[config.mk]
export PLATFORM = sky130hd
export DESIGN_NAME = emem_decode_flat
export DESIGN_NICKNAME = d
export VERILOG_FILES = /design/src/rtl/emesh_pkg.sv /design/src/rtl/emem_pkg.sv /design/src/rtl/mem_req_if.sv /design/src/rtl/credit_fifo.sv /design/src/rtl/emem_decode.sv /design/src/flat_wrapper.sv
export VERILOG_INCLUDE_DIRS = /design/src /design/src/rtl
export SDC_FILE = /design/constraint.sdc
export NUM_CORES = 1
export LEC_CHECK = 0
export BUFFER_PORTS_ARGS = -buffer_cell sky130_fd_sc_hd__buf_4
export CORE_ASPECT_RATIO = 1.5
export CORE_MARGIN = 2
export CORE_UTILIZATION = 55
export CTS_CLUSTER_SIZE = 30
export DETAILED_ROUTE_END_ITERATION = 12
export GPL_TIMING_DRIVEN = 0
export HOLD_SLACK_MARGIN = 0.06
export PLACE_DENSITY = 0.81
export SLEW_MARGIN = 5
export SYNTH_ARGS = -nofsm -noshare
export SYNTH_HDL_FRONTEND = slang
export SYNTH_SLANG_ARGS = --single-unit
[constraint.sdc]
create_clock -name clk -period 7.2 [get_ports clk]
set_clock_uncertainty 0.2 [all_clocks]
set_input_delay 0.72 -clock clk [delete_from_list [all_inputs] [get_ports clk]]
set_output_delay 0.72 -clock clk [all_outputs]
set_load 0.05 [all_outputs]
[src/rtl/ememory_config.svh]
`ifndef EMEMORY_CONFIG_SVH
`define EMEMORY_CONFIG_SVH

// Word address width, 1K doublewords
`define EMEM_MAW 10

// Input queue depth, equal to the credits the sender starts with
`define EMEM_IN_CREDITS 4

// Credits for the response path after reset
`define EMEM_OUT_CREDITS 2

// Response queue depth
`define EMEM_RSP_DEPTH 4

`endif

[src/rtl/emesh_pkg.sv]
`default_nettype none

package emesh_pkg;

   // Access size of a mesh transaction
   typedef enum logic [1:0] {
      DM_BYTE   = 2'd0,
      DM_SHORT  = 2'd1,
      DM_WORD   = 2'd2,
      DM_DOUBLE = 2'd3
   } datamode_e;

   typedef logic [4:0]  ctrlmode_t;
   typedef logic [31:0] addr_t;
   typedef logic [31:0] data_t;

   // 104-bit mesh packet, msb first
   // For doubles, data holds the low word and srcaddr the high word
   typedef struct packed {
      logic      write;
      datamode_e datamode;
      ctrlmode_t ctrlmode;
      addr_t     dstaddr;
      data_t     data;
      addr_t     srcaddr;
   } emesh_packet_t;

   // Packet width, for anyone needing a flat vector
   localparam int unsigned PACKET_W = $bits(emesh_packet_t);

endpackage

`default_nettype wire

[src/rtl/emem_pkg.sv]
`default_nettype none

`include "ememory_config.svh"

package emem_pkg;

   // Doubleword address into the memory array
   typedef logic [`EMEM_MAW-1:0] mem_addr_t;

   // Memory data word and per-byte write enables
   typedef logic [63:0] mem_data_t;
   typedef logic [7:0]  mem_wen_t;

   // Byte offset within a doubleword
   typedef logic [2:0]  byte_off_t;

   // What result needs to shape a read response
   typedef struct packed {
      emesh_pkg::datamode_e datamode;
      emesh_pkg::ctrlmode_t ctrlmode;
      byte_off_t            offset;
      emesh_pkg::addr_t     retaddr;
   } rd_ctx_t;

endpackage

`default_nettype wire

[src/rtl/mem_req_if.sv]
`timescale 1ns/1ps
`default_nettype none

interface mem_req_if;

   // Request side, driven by decode
   logic                 en;
   logic                 rd;
   emem_pkg::mem_wen_t   wen;
   emem_pkg::mem_addr_t  addr;
   emem_pkg::mem_data_t  din;
   emem_pkg::rd_ctx_t    ctx;

   // Read return, driven by execute
   logic                 rd_valid;
   emem_pkg::mem_data_t  dout;
   emem_pkg::rd_ctx_t    rd_ctx;

   modport decode  (output en, rd, wen, addr, din, ctx);
   modport execute (input en, rd, wen, addr, din, ctx,
                    output rd_valid, dout, rd_ctx);
   // result watches read issue to track reserved slots
   modport result  (input en, rd, rd_valid, dout, rd_ctx);

endinterface

`default_nettype wire

[src/rtl/credit_fifo.sv]
`timescale 1ns/1ps
`default_nettype none

module credit_fifo #(
   parameter type T         = logic,
   parameter int unsigned DEPTH = 4
) (
   input  wire logic clk,
   input  wire logic nreset,
   input  wire logic push,
   input  wire T     push_data,
   input  wire logic pop,
   output T          pop_data,
   output logic      empty,
   output logic      full
);

   localparam int unsigned PTR_W = (DEPTH > 1) ? $clog2(DEPTH) : 1;
   localparam int unsigned CNT_W = $clog2(DEPTH + 1);

   T                 buf_q [DEPTH];
   logic [PTR_W-1:0] wr_ptr;
   logic [PTR_W-1:0] rd_ptr;
   logic [CNT_W-1:0] count;
   logic             do_push;
   logic             do_pop;

   assign empty   = (count == '0);
   assign full    = (count == CNT_W'(DEPTH));
   // A push into a full queue is fine when the head leaves in the same cycle
   assign do_pop  = pop & ~empty;
   assign do_push = push & (~full | do_pop);

   // Show-ahead head entry
   assign pop_data = buf_q[rd_ptr];

   always_ff @(posedge clk)
   begin
      if (do_push)
         buf_q[wr_ptr] <= push_data;
   end

   always_ff @(posedge clk or negedge nreset)
   begin
      if (!nreset)
      begin
         wr_ptr <= '0;
         rd_ptr <= '0;
         count  <= '0;
      end
      else
      begin
         if (do_push)
            wr_ptr <= (wr_ptr == PTR_W'(DEPTH - 1)) ? '0 : wr_ptr + 1'b1;
         if (do_pop)
            rd_ptr <= (rd_ptr == PTR_W'(DEPTH - 1)) ? '0 : rd_ptr + 1'b1;
         if (do_push && !do_pop)
            count <= count + 1'b1;
         else if (do_pop && !do_push)
            count <= count - 1'b1;
      end
   end

endmodule

`default_nettype wire

[src/rtl/emem_decode.sv]
`timescale 1ns/1ps
`default_nettype none

`include "ememory_config.svh"

module emem_decode (
   input  wire logic                     clk,
   input  wire logic                     nreset,
   input  wire logic                     access_in,
   input  wire emesh_pkg::emesh_packet_t packet_in,
   input  wire logic                     rsp_slot_free,
   output logic                          credit_out,
   mem_req_if.decode                     req
);

   emesh_pkg::emesh_packet_t head;
   logic                     in_empty;
   logic                     issue;
   logic [31:0]              din_word;

   // Input packet queue, one entry per sender credit
   credit_fifo #(
      .T     (emesh_pkg::emesh_packet_t),
      .DEPTH (`EMEM_IN_CREDITS)
   ) u_in_fifo (
      .clk       (clk),
      .nreset    (nreset),
      .push      (access_in),
      .push_data (packet_in),
      .pop       (issue),
      .pop_data  (head),
      .empty     (in_empty),
      .full      ()
   );

   // Reads wait for a free response slot, writes go straight through
   assign issue = ~in_empty & (head.write | rsp_slot_free);

   assign req.en   = issue;
   assign req.rd   = ~head.write;
   assign req.addr = head.dstaddr[`EMEM_MAW+2:3];

   // Replicate the sub-word across 32 bits
   always_comb
   begin
      case (head.datamode)
         emesh_pkg::DM_BYTE:  din_word = {4{head.data[7:0]}};
         emesh_pkg::DM_SHORT: din_word = {2{head.data[15:0]}};
         default:             din_word = head.data;
      endcase
   end

   // Doubles carry their high word in srcaddr
   assign req.din = (head.datamode == emesh_pkg::DM_DOUBLE) ?
                    {head.srcaddr, din_word} : {din_word, din_word};

   // Byte enables by size and offset
   always_comb
   begin
      casez ({head.write, head.datamode, head.dstaddr[2:0]})
         6'b1_00_000: req.wen = 8'b0000_0001;
         6'b1_00_001: req.wen = 8'b0000_0010;
         6'b1_00_010: req.wen = 8'b0000_0100;
         6'b1_00_011: req.wen = 8'b0000_1000;
         6'b1_00_100: req.wen = 8'b0001_0000;
         6'b1_00_101: req.wen = 8'b0010_0000;
         6'b1_00_110: req.wen = 8'b0100_0000;
         6'b1_00_111: req.wen = 8'b1000_0000;
         6'b1_01_00?: req.wen = 8'b0000_0011;
         6'b1_01_01?: req.wen = 8'b0000_1100;
         6'b1_01_10?: req.wen = 8'b0011_0000;
         6'b1_01_11?: req.wen = 8'b1100_0000;
         6'b1_10_0??: req.wen = 8'b0000_1111;
         6'b1_10_1??: req.wen = 8'b1111_0000;
         6'b1_11_???: req.wen = 8'b1111_1111;
         default:     req.wen = 8'b0000_0000;
      endcase
   end

   // Context that rides along with the read
   always_comb
   begin
      req.ctx          = '0;
      req.ctx.datamode = head.datamode;
      req.ctx.ctrlmode = head.ctrlmode;
      req.ctx.offset   = head.dstaddr[2:0];
      req.ctx.retaddr  = head.srcaddr;
   end

   // One credit back per consumed packet
   always_ff @(posedge clk or negedge nreset)
   begin
      if (!nreset)
         credit_out <= 1'b0;
      else
         credit_out <= issue;
   end

endmodule

`default_nettype wire

[src/flat_wrapper.sv]
// flat-port wrapper written by rule: the top's interface ports become plain ports
module emem_decode_flat 
  (clk, nreset, access_in, packet_in, rsp_slot_free, credit_out, req_en, req_rd, req_wen, req_addr, req_din, req_ctx);
  mem_req_if req_i ();
  input  wire logic clk;
  input  wire logic nreset;
  input  wire logic access_in;
  input  wire emesh_pkg::emesh_packet_t packet_in;
  input  wire logic rsp_slot_free;
  output logic credit_out;
  output wire logic [$bits(req_i.en)-1:0] req_en;
  output wire logic [$bits(req_i.rd)-1:0] req_rd;
  output wire logic [$bits(req_i.wen)-1:0] req_wen;
  output wire logic [$bits(req_i.addr)-1:0] req_addr;
  output wire logic [$bits(req_i.din)-1:0] req_din;
  output wire logic [$bits(req_i.ctx)-1:0] req_ctx;
  assign req_en = req_i.en;
  assign req_rd = req_i.rd;
  assign req_wen = req_i.wen;
  assign req_addr = req_i.addr;
  assign req_din = req_i.din;
  assign req_ctx = req_i.ctx;
  emem_decode u_core (.clk(clk), .nreset(nreset), .access_in(access_in), .packet_in(packet_in), .rsp_slot_free(rsp_slot_free), .credit_out(credit_out), .req(req_i));
endmodule
==> summary.md, run 1 <==
| Metric | Value |
|---|---|
| Hold crit path type | `in2reg` |
| Tcrit/Tclk final | `57.1%` |
| Avg Synthesized Cell Area | `between 20 and 25 µm²` |
| RSZ-0062 raised after global routing | `false` |
| Std-Cell Rows | `71` |
| Status | `completed` |
| Yosys top cell by area | `edfxtp_1` |
| Root buffer cell | `clkbuf_16` |
| Multi-input gate area | `3200 µm²` |
| Yosys cell types | `30` |
| Total track usage | `23.2%` |
| Count of final hold-check violations | `0` |
| Final min period | `4110 ps` |
| Routed len/inst | `24.2 µm` |
| DRT iter0 DRCs | `473` |
| Synth top area share | `73.8%` |
| Placer Congestion | `approximately 0.87` |
| Core ar. | `24,900 µm²` |
| Mapped cell area | `13,800 µm²` |
| Clock buffer count from CTS | `30` |
| Net count, final | `1,031` |
| Clk buf depth | `3` |
| Slew @ Worst Pin | `between 700 and 800 ps` |
| Most instantiated cells after synthesis | `edfxtp_1, mux4_2, nor2_1` |
| R2R depth | `10` |
| Vias in the first global route | `7,556` |
| H-tree levels | `1` |
| FF/Latch Area | `between 10,000 and 15,000 µm²` |
| Seq/Total Area, Yosys | `around three quarters` |
| Worst setup SP type | `flop` |
| Hold Path End | `u_core.u_in_fifo.buf_q[1][34]` |
| DR pass1 iterations | `4` |
| Synth Register Bits | `roughly 350` |
| Dpl hpwl | `21,000 µm` |
| Initial Util | `55.6%` |
| Share of cells above drive strength 1 | `43.6%` |
| Die area | `26,500 µm²` |
| Main flop type after synthesis | `edfxtp_1` |
| Final Routed Wirelength | `30,700 µm` |
| Clock Latency Late Sink | `around 540 ps` |
| Die span in x | `133 µm` |
| Worst R2R End | `u_core.u_in_fifo.count[2]` |
| Synth top area cells | `edfxtp_1, mux4_2, mux2_2, dfrtp_1, mux2i_1` |
| Final setup vio count | `0` |
| Initial antenna violation count | `3` |
| Max cap viols | `0` |
| Crit-path max FO | `10` |
| Min Hold Slack | `175 ps` |
| CTS tree | `yes` |
| Slew Limit Fails | `0` |
| Critical path required time | `6280 ps` |
| Layout area overhead | `22.1%` |
| Worst EP arrival | `3190 ps` |
| Hold Path Stages | `1` |
| Post-synth EDFFs | `340` |
| Synth async-reset ratio | `~2.3%` |
| Post-Syn Instances | `approximately 660` |
| First-pass GRT wire length | `45,100 µm` |
| DRC | `0` |
| Slew headroom | `47.3%` |
| R2R Path Start | `u_core.u_in_fifo.rd_ptr[0]` |
| Synthesized net count | `779` |
| CTS clk-pin slew, worst paths | `about 70 ps` |
| Most frequent cell after synthesis | `edfxtp_1` |
| Vert. Die Dim | `198 µm` |
| Min-delay src | `packet_in[34]` |
| Io pins | `235` |
| Post-CTS setup buffers | `0` |
| Crit end category | `output port` |
| Fillers | `1,660` |
| Drt via density | `5.79` |
| Total vias in the final route | `7,325` |
| Total grt overflow | `0` |
| Synth Warn # | `0` |
| Setup TNS | `0 ps` |
| Clk sinks | `348` |
| Largest net degree at the start of global routing | `57` |
| IO Port Bufs | `215` |
| Reg2Reg Setup Slack | `4130 ps` |
| ANT nets after route | `0` |
| Max Freq | `243 MHz` |
| Crit Path Class | `reg2out` |
==> worst max-delay path by stage <==
stage	start	end	slack, ps	depth (start not counted)
3_3_place_gp	u_core.u_in_fifo.rd_ptr[0]	u_core.u_in_fifo.buf_q[0][49]	1680	5
3_5_place_dp	u_core.u_in_fifo.rd_ptr[1]	req_din[48]	3660	8
4_1_cts	u_core.u_in_fifo.rd_ptr[1]	req_din[48]	3040	8
5_1_grt	u_core.u_in_fifo.rd_ptr[1]	req_din[48]	2970	8
2_1_floorplan	u_core.u_in_fifo.rd_ptr[0]	u_core.u_in_fifo.buf_q[0][0]	3380	5
6_report	u_core.u_in_fifo.rd_ptr[1]	req_din[48]	3090	8
==> sequential cells by signal, indices dropped and copies added (netlist names) <==
signal,cells
u_core.u_in_fifo.count,3
u_core.u_in_fifo.wr_ptr,2
u_core.credit_out,1
u_core.u_in_fifo.buf_q,340
u_core.u_in_fifo.rd_ptr,2
==> logic make-up (layout without fill, tap and decap cells) <==
group | Yosys count | in the layout | synth area share (%)
flops | 348 | 348 | 75.3
fa+ha+maj | 7 | 7 | 0.687
simple gates | 82 | 82 | 2.53
mux | 124 | 124 | 16.8
other cells | 0 | 2 | 0
compound gates | 58 | 58 | 2.86
buf+inv | 42 | 314 | 1.65
xor+xnor | 3 | 3 | 0.190
==> worst max-delay path, stage by stage (launching register included) <==
cell	delay, ps
dfrtp_1	350
buf_2	220
buf_4	240
buf_4	230
clkbuf_1	540
mux4_2	420
mux2i_1	310
a21oi_1	130
buf_4	200
==> routing by layer <==
| layer | wire [µm] | vias to the layer above | track usage, % |
|---|---|---|---|
| li1 | - | 3224 | - |
| met1 | 11600 | 3732 | 29.3 |
| met2 | 16000 | 321 | 40.3 |
| met3 | 2100 | 46 | 4.20 |
| met4 | 935 | 2 | 8.51 |
| met5 | 13 | - | 0 |
==> through the flow <==
stage	std cells	utilization, %	setup WS (ps)	instance area, µm²
floorplan	664	-	3380	13800
global placement	1207	63.7	1680	15900
detailed placement	1211	64.2	3660	16000
CTS	1264	67.9	3040	16900
global route	1266	67.9	2970	16900
finish	1266	67.9	3090	16900
==> cell usage in the layout (no fill, tap or decap), types with 16 or more instances in the layout <==
master     count
a21oi_1       18
buf_4        223
clkbuf_16     31
edfxtp_1     340
mux2_2        20
mux2i_1       18
mux4_2        84
nand2_1       27
nor2_1        38
o211ai_1      16
o31ai_1       17
==> area by class of cell <==
type,instances,share of cell area (%)
Tap cell,328,2.43
Buffer,35,1.19
Multi-Input combinational cell,274,19.0
Clock inverter,17,0.659
Timing Repair Buffer,220,10.2
Antenna cell,2,0.0296
Clock buffer,35,4.68
Inverter,7,0.156
Sequential cell,348,61.6
==> what timing repair did <==
action | CTS | global route
setup endpoints to repair | 0 | 0
hold endpoints to repair | 8 | 0
hold buffers | 1 | 0
resized for setup | 0 | 0
Power of run 1 is left out: the tool's default activity adds up to more than one toggle a clock period on the data nets, which glitch-free logic cannot reach.
==> inputs of run 2 (changes only) <==
--- a/config.mk
+++ b/config.mk
@@ -9,12 +9,12 @@
 export BUFFER_PORTS_ARGS = -buffer_cell sky130_fd_sc_hd__buf_4
 export CORE_ASPECT_RATIO = 1.5
 export CORE_MARGIN = 2
-export CORE_UTILIZATION = 55
+export CORE_UTILIZATION = 51
 export CTS_CLUSTER_SIZE = 30
 export DETAILED_ROUTE_END_ITERATION = 12
 export GPL_TIMING_DRIVEN = 0
 export HOLD_SLACK_MARGIN = 0.06
-export PLACE_DENSITY = 0.81
+export PLACE_DENSITY = 0.79
 export SLEW_MARGIN = 5
 export SYNTH_ARGS = -nofsm -noshare
 export SYNTH_HDL_FRONTEND = slang
==> constraint.sdc (replaced) <==
create_clock -name clk -period 3.3 [get_ports clk]
set_clock_uncertainty 0.2 [all_clocks]
set_input_delay 0.33 -clock clk [delete_from_list [all_inputs] [get_ports clk]]
set_output_delay 0.33 -clock clk [all_outputs]
set_load 0.05 [all_outputs]
==> summary.md, run 2 (synthesis results as in run 1) <==
| Metric | Value |
|---|---|
| DRT iter0 DRCs | `642 (+36%)` |
| Initial antenna violation count | `1 (-2)` |
| Min Hold Slack | `124 ps (-50.6 ps)` |
| Largest net degree at the start of global routing | `53 (-7.0%)` |
| Max Freq | `about 310 MHz` |
| Crit end category | `output port` |
| Core ar. | `26,600 µm² (+6.9%)` |
| Tcrit/Tclk final | `97.5%` |
| Drt via density | `5.71 (-1.3%)` |
| Total grt overflow | `0 (unchanged)` |
| Max reg flops | `340 (unchanged)` |
| Std-Cell Rows | `73 (+2.8%)` |
| Wire length on met3 | `2090 µm (-0.43%)` |
| Final setup vio count | `0 (unchanged)` |
| ANT nets after route | `0 (unchanged)` |
| DRC | `0 (unchanged)` |
| Dpl hpwl | `21,400 µm (+1.9%)` |
| R2R depth | `10 (unchanged)` |
| RSZ-0062 raised after global routing | `true` |
| Clk buf depth | `3 (unchanged)` |
| H-tree levels | `1 (unchanged)` |
| Fillers | `1,648 (-0.72%)` |
| Worst EP arrival | `2690 ps (-500 ps)` |
| Placer Congestion | `0.876 (+0.27%)` |
| Share of cells above drive strength 1 | `43.4% (-0.14 points)` |
| Crit Path Class | `reg2out` |
| First-pass GRT wire length | `48,300 µm (+7.0%)` |
| Final min period | `~3200 ps` |
| Critical path required time | `2770 ps (-3510 ps)` |
| Multi-input gate area | `3280 µm² (+2.3%)` |
| IO Port Bufs | `215 (unchanged)` |
| Slew @ Worst Pin | `831 ps (+41.2 ps)` |
| Largest regs | `u_core.u_in_fifo.buf_q: 340 flops, u_core.u_in_fifo.count: 3 flops` |
| Vias in the first global route | `8,071 (+6.8%)` |
| Met2 Routed Length | `17,600 µm (+9.9%)` |
| Total vias in the final route | `7,900 (+7.8%)` |
| Highest Signal Layer | `met4` |
| Layout area overhead | `31.8%` |
| Vert. Die Dim | `206 µm (+3.8%)` |
| Final Routed Wirelength | `33,000 µm (+7.7%)` |
| Die span in x | `138 µm (+3.7%)` |
| Worst setup SP type | `flop` |
| Die area | `28,500 µm² (+7.6%)` |
| Clock buffer count from CTS | `30 (unchanged)` |
| Routed len/inst | `23.9 µm (-1.4%)` |
| Status | `completed` |
| Reg with most FFs | `u_core.u_in_fifo.buf_q` |
| Max cap viols | `0 (unchanged)` |
| Hold Path Stages | `4 (+3)` |
| Total track usage | `22.6% (-0.58 points)` |
| Met1 wire length | `12,500 µm (+7.5%)` |
| Initial Util | `52.0% (-3.6 points)` |
| Slew headroom | `44.6% (-2.7 points)` |
| Reg2Reg Setup Slack | `210 ps (-3920 ps)` |
| Hold crit path type | `in2reg` |
| Root buffer cell | `clkbuf_16` |
| Count of final hold-check violations | `0 (unchanged)` |
| Clock Latency Late Sink | `550 ps (about the same)` |
| Crit-path max FO | `10 (unchanged)` |
| Clk sinks | `348 (unchanged)` |
| Placed Cells | `1,221 (+0.83%)` |
| DR pass1 iterations | `5 (+1)` |
| Net count, final | `1,136 (+10%)` |
| CTS clk-pin slew, worst paths | `70 ps (about the same)` |
| FF/Latch Area | `10,400 µm² (unchanged)` |
| Most frequent cells in the layout | `edfxtp_1, buf_4, dlygate4sd3_1` |
| Slew Limit Fails | `0 (unchanged)` |
| CTS tree | `yes` |
| Commonest non-fill, non-tap cell in the layout | `edfxtp_1` |
| Setup TNS | `0 ps (unchanged)` |
| Io pins | `235 (unchanged)` |
| Finished Layout Cells | `1,383 (+9.2%)` |
-- run 2: repair_timing --
| item | 4_1_cts | 5_1_grt |
|---|---|---|
| hold endpoints to repair | 350 | 0 |
| setup buffers | 3 | 13 |
| setup endpoints to repair | 76 | 60 |
| pin swaps | 0 | 3 |
| hold buffers | 88 | 0 |
| gates resized for setup | 40 | 38 |
| gates cloned | 0 | 1 |
-- run 2: routing by layer --
layer / vias up / GRT usage, %
met3: 56 / 3.40
met5: - / 0
met2: 367 / 40.6
li1: 3440 / -
met4: 0 / 7.84
met1: 4037 / 28.2
-- run 2: final timing paths --
check                                                  end                  startpoint
worst max-delay path                            req_wen[1]  u_core.u_in_fifo.rd_ptr[1]
worst min-delay path                     u_core.credit_out               rsp_slot_free
worst max register to register   u_core.u_in_fifo.count[2]  u_core.u_in_fifo.rd_ptr[0]
worst min register to register   u_core.u_in_fifo.count[2]   u_core.u_in_fifo.count[2]
max in group asynchronous       u_core.u_in_fifo.rd_ptr[1]                      nreset
min in group asynchronous                u_core.credit_out                      nreset
-- run 2: cell type report --
| type | instances | share of cell area (%) |
|---|---|---|
| antenna | 1 | 0.0137 |
| sequential | 348 | 57.1 |
| timing repair buffer | 325 | 15.3 |
| clock inverter | 21 | 0.810 |
| buffer | 35 | 1.94 |
| inverter | 7 | 0.144 |
| clock buffer | 35 | 4.34 |
| tap | 337 | 2.31 |
| multi-input combinational | 274 | 18.0 |
-- run 2: metrics by stage --
stage               setup slack, ps  util (%)  instance area [µm²]
detailed placement              132      60.2                16000
global route                  -21.7      68.6                18200
finish                         81.1      68.6                18200
CTS                           -28.0      67.5                17900
global placement               -537      59.7                15900
floorplan                      83.0         -                13800
-- run 2: critical path: stages, from the launching register on --
cell	delay [ps]
dfrtp_1	380
buf_2	190
mux2i_1	140
mux2_2	340
inv_2	170
buf_6	180
buf_8	170
o21ai_0	170
nor2_1	210
buf_6	190
Power of run 2 is left out for the same reason.
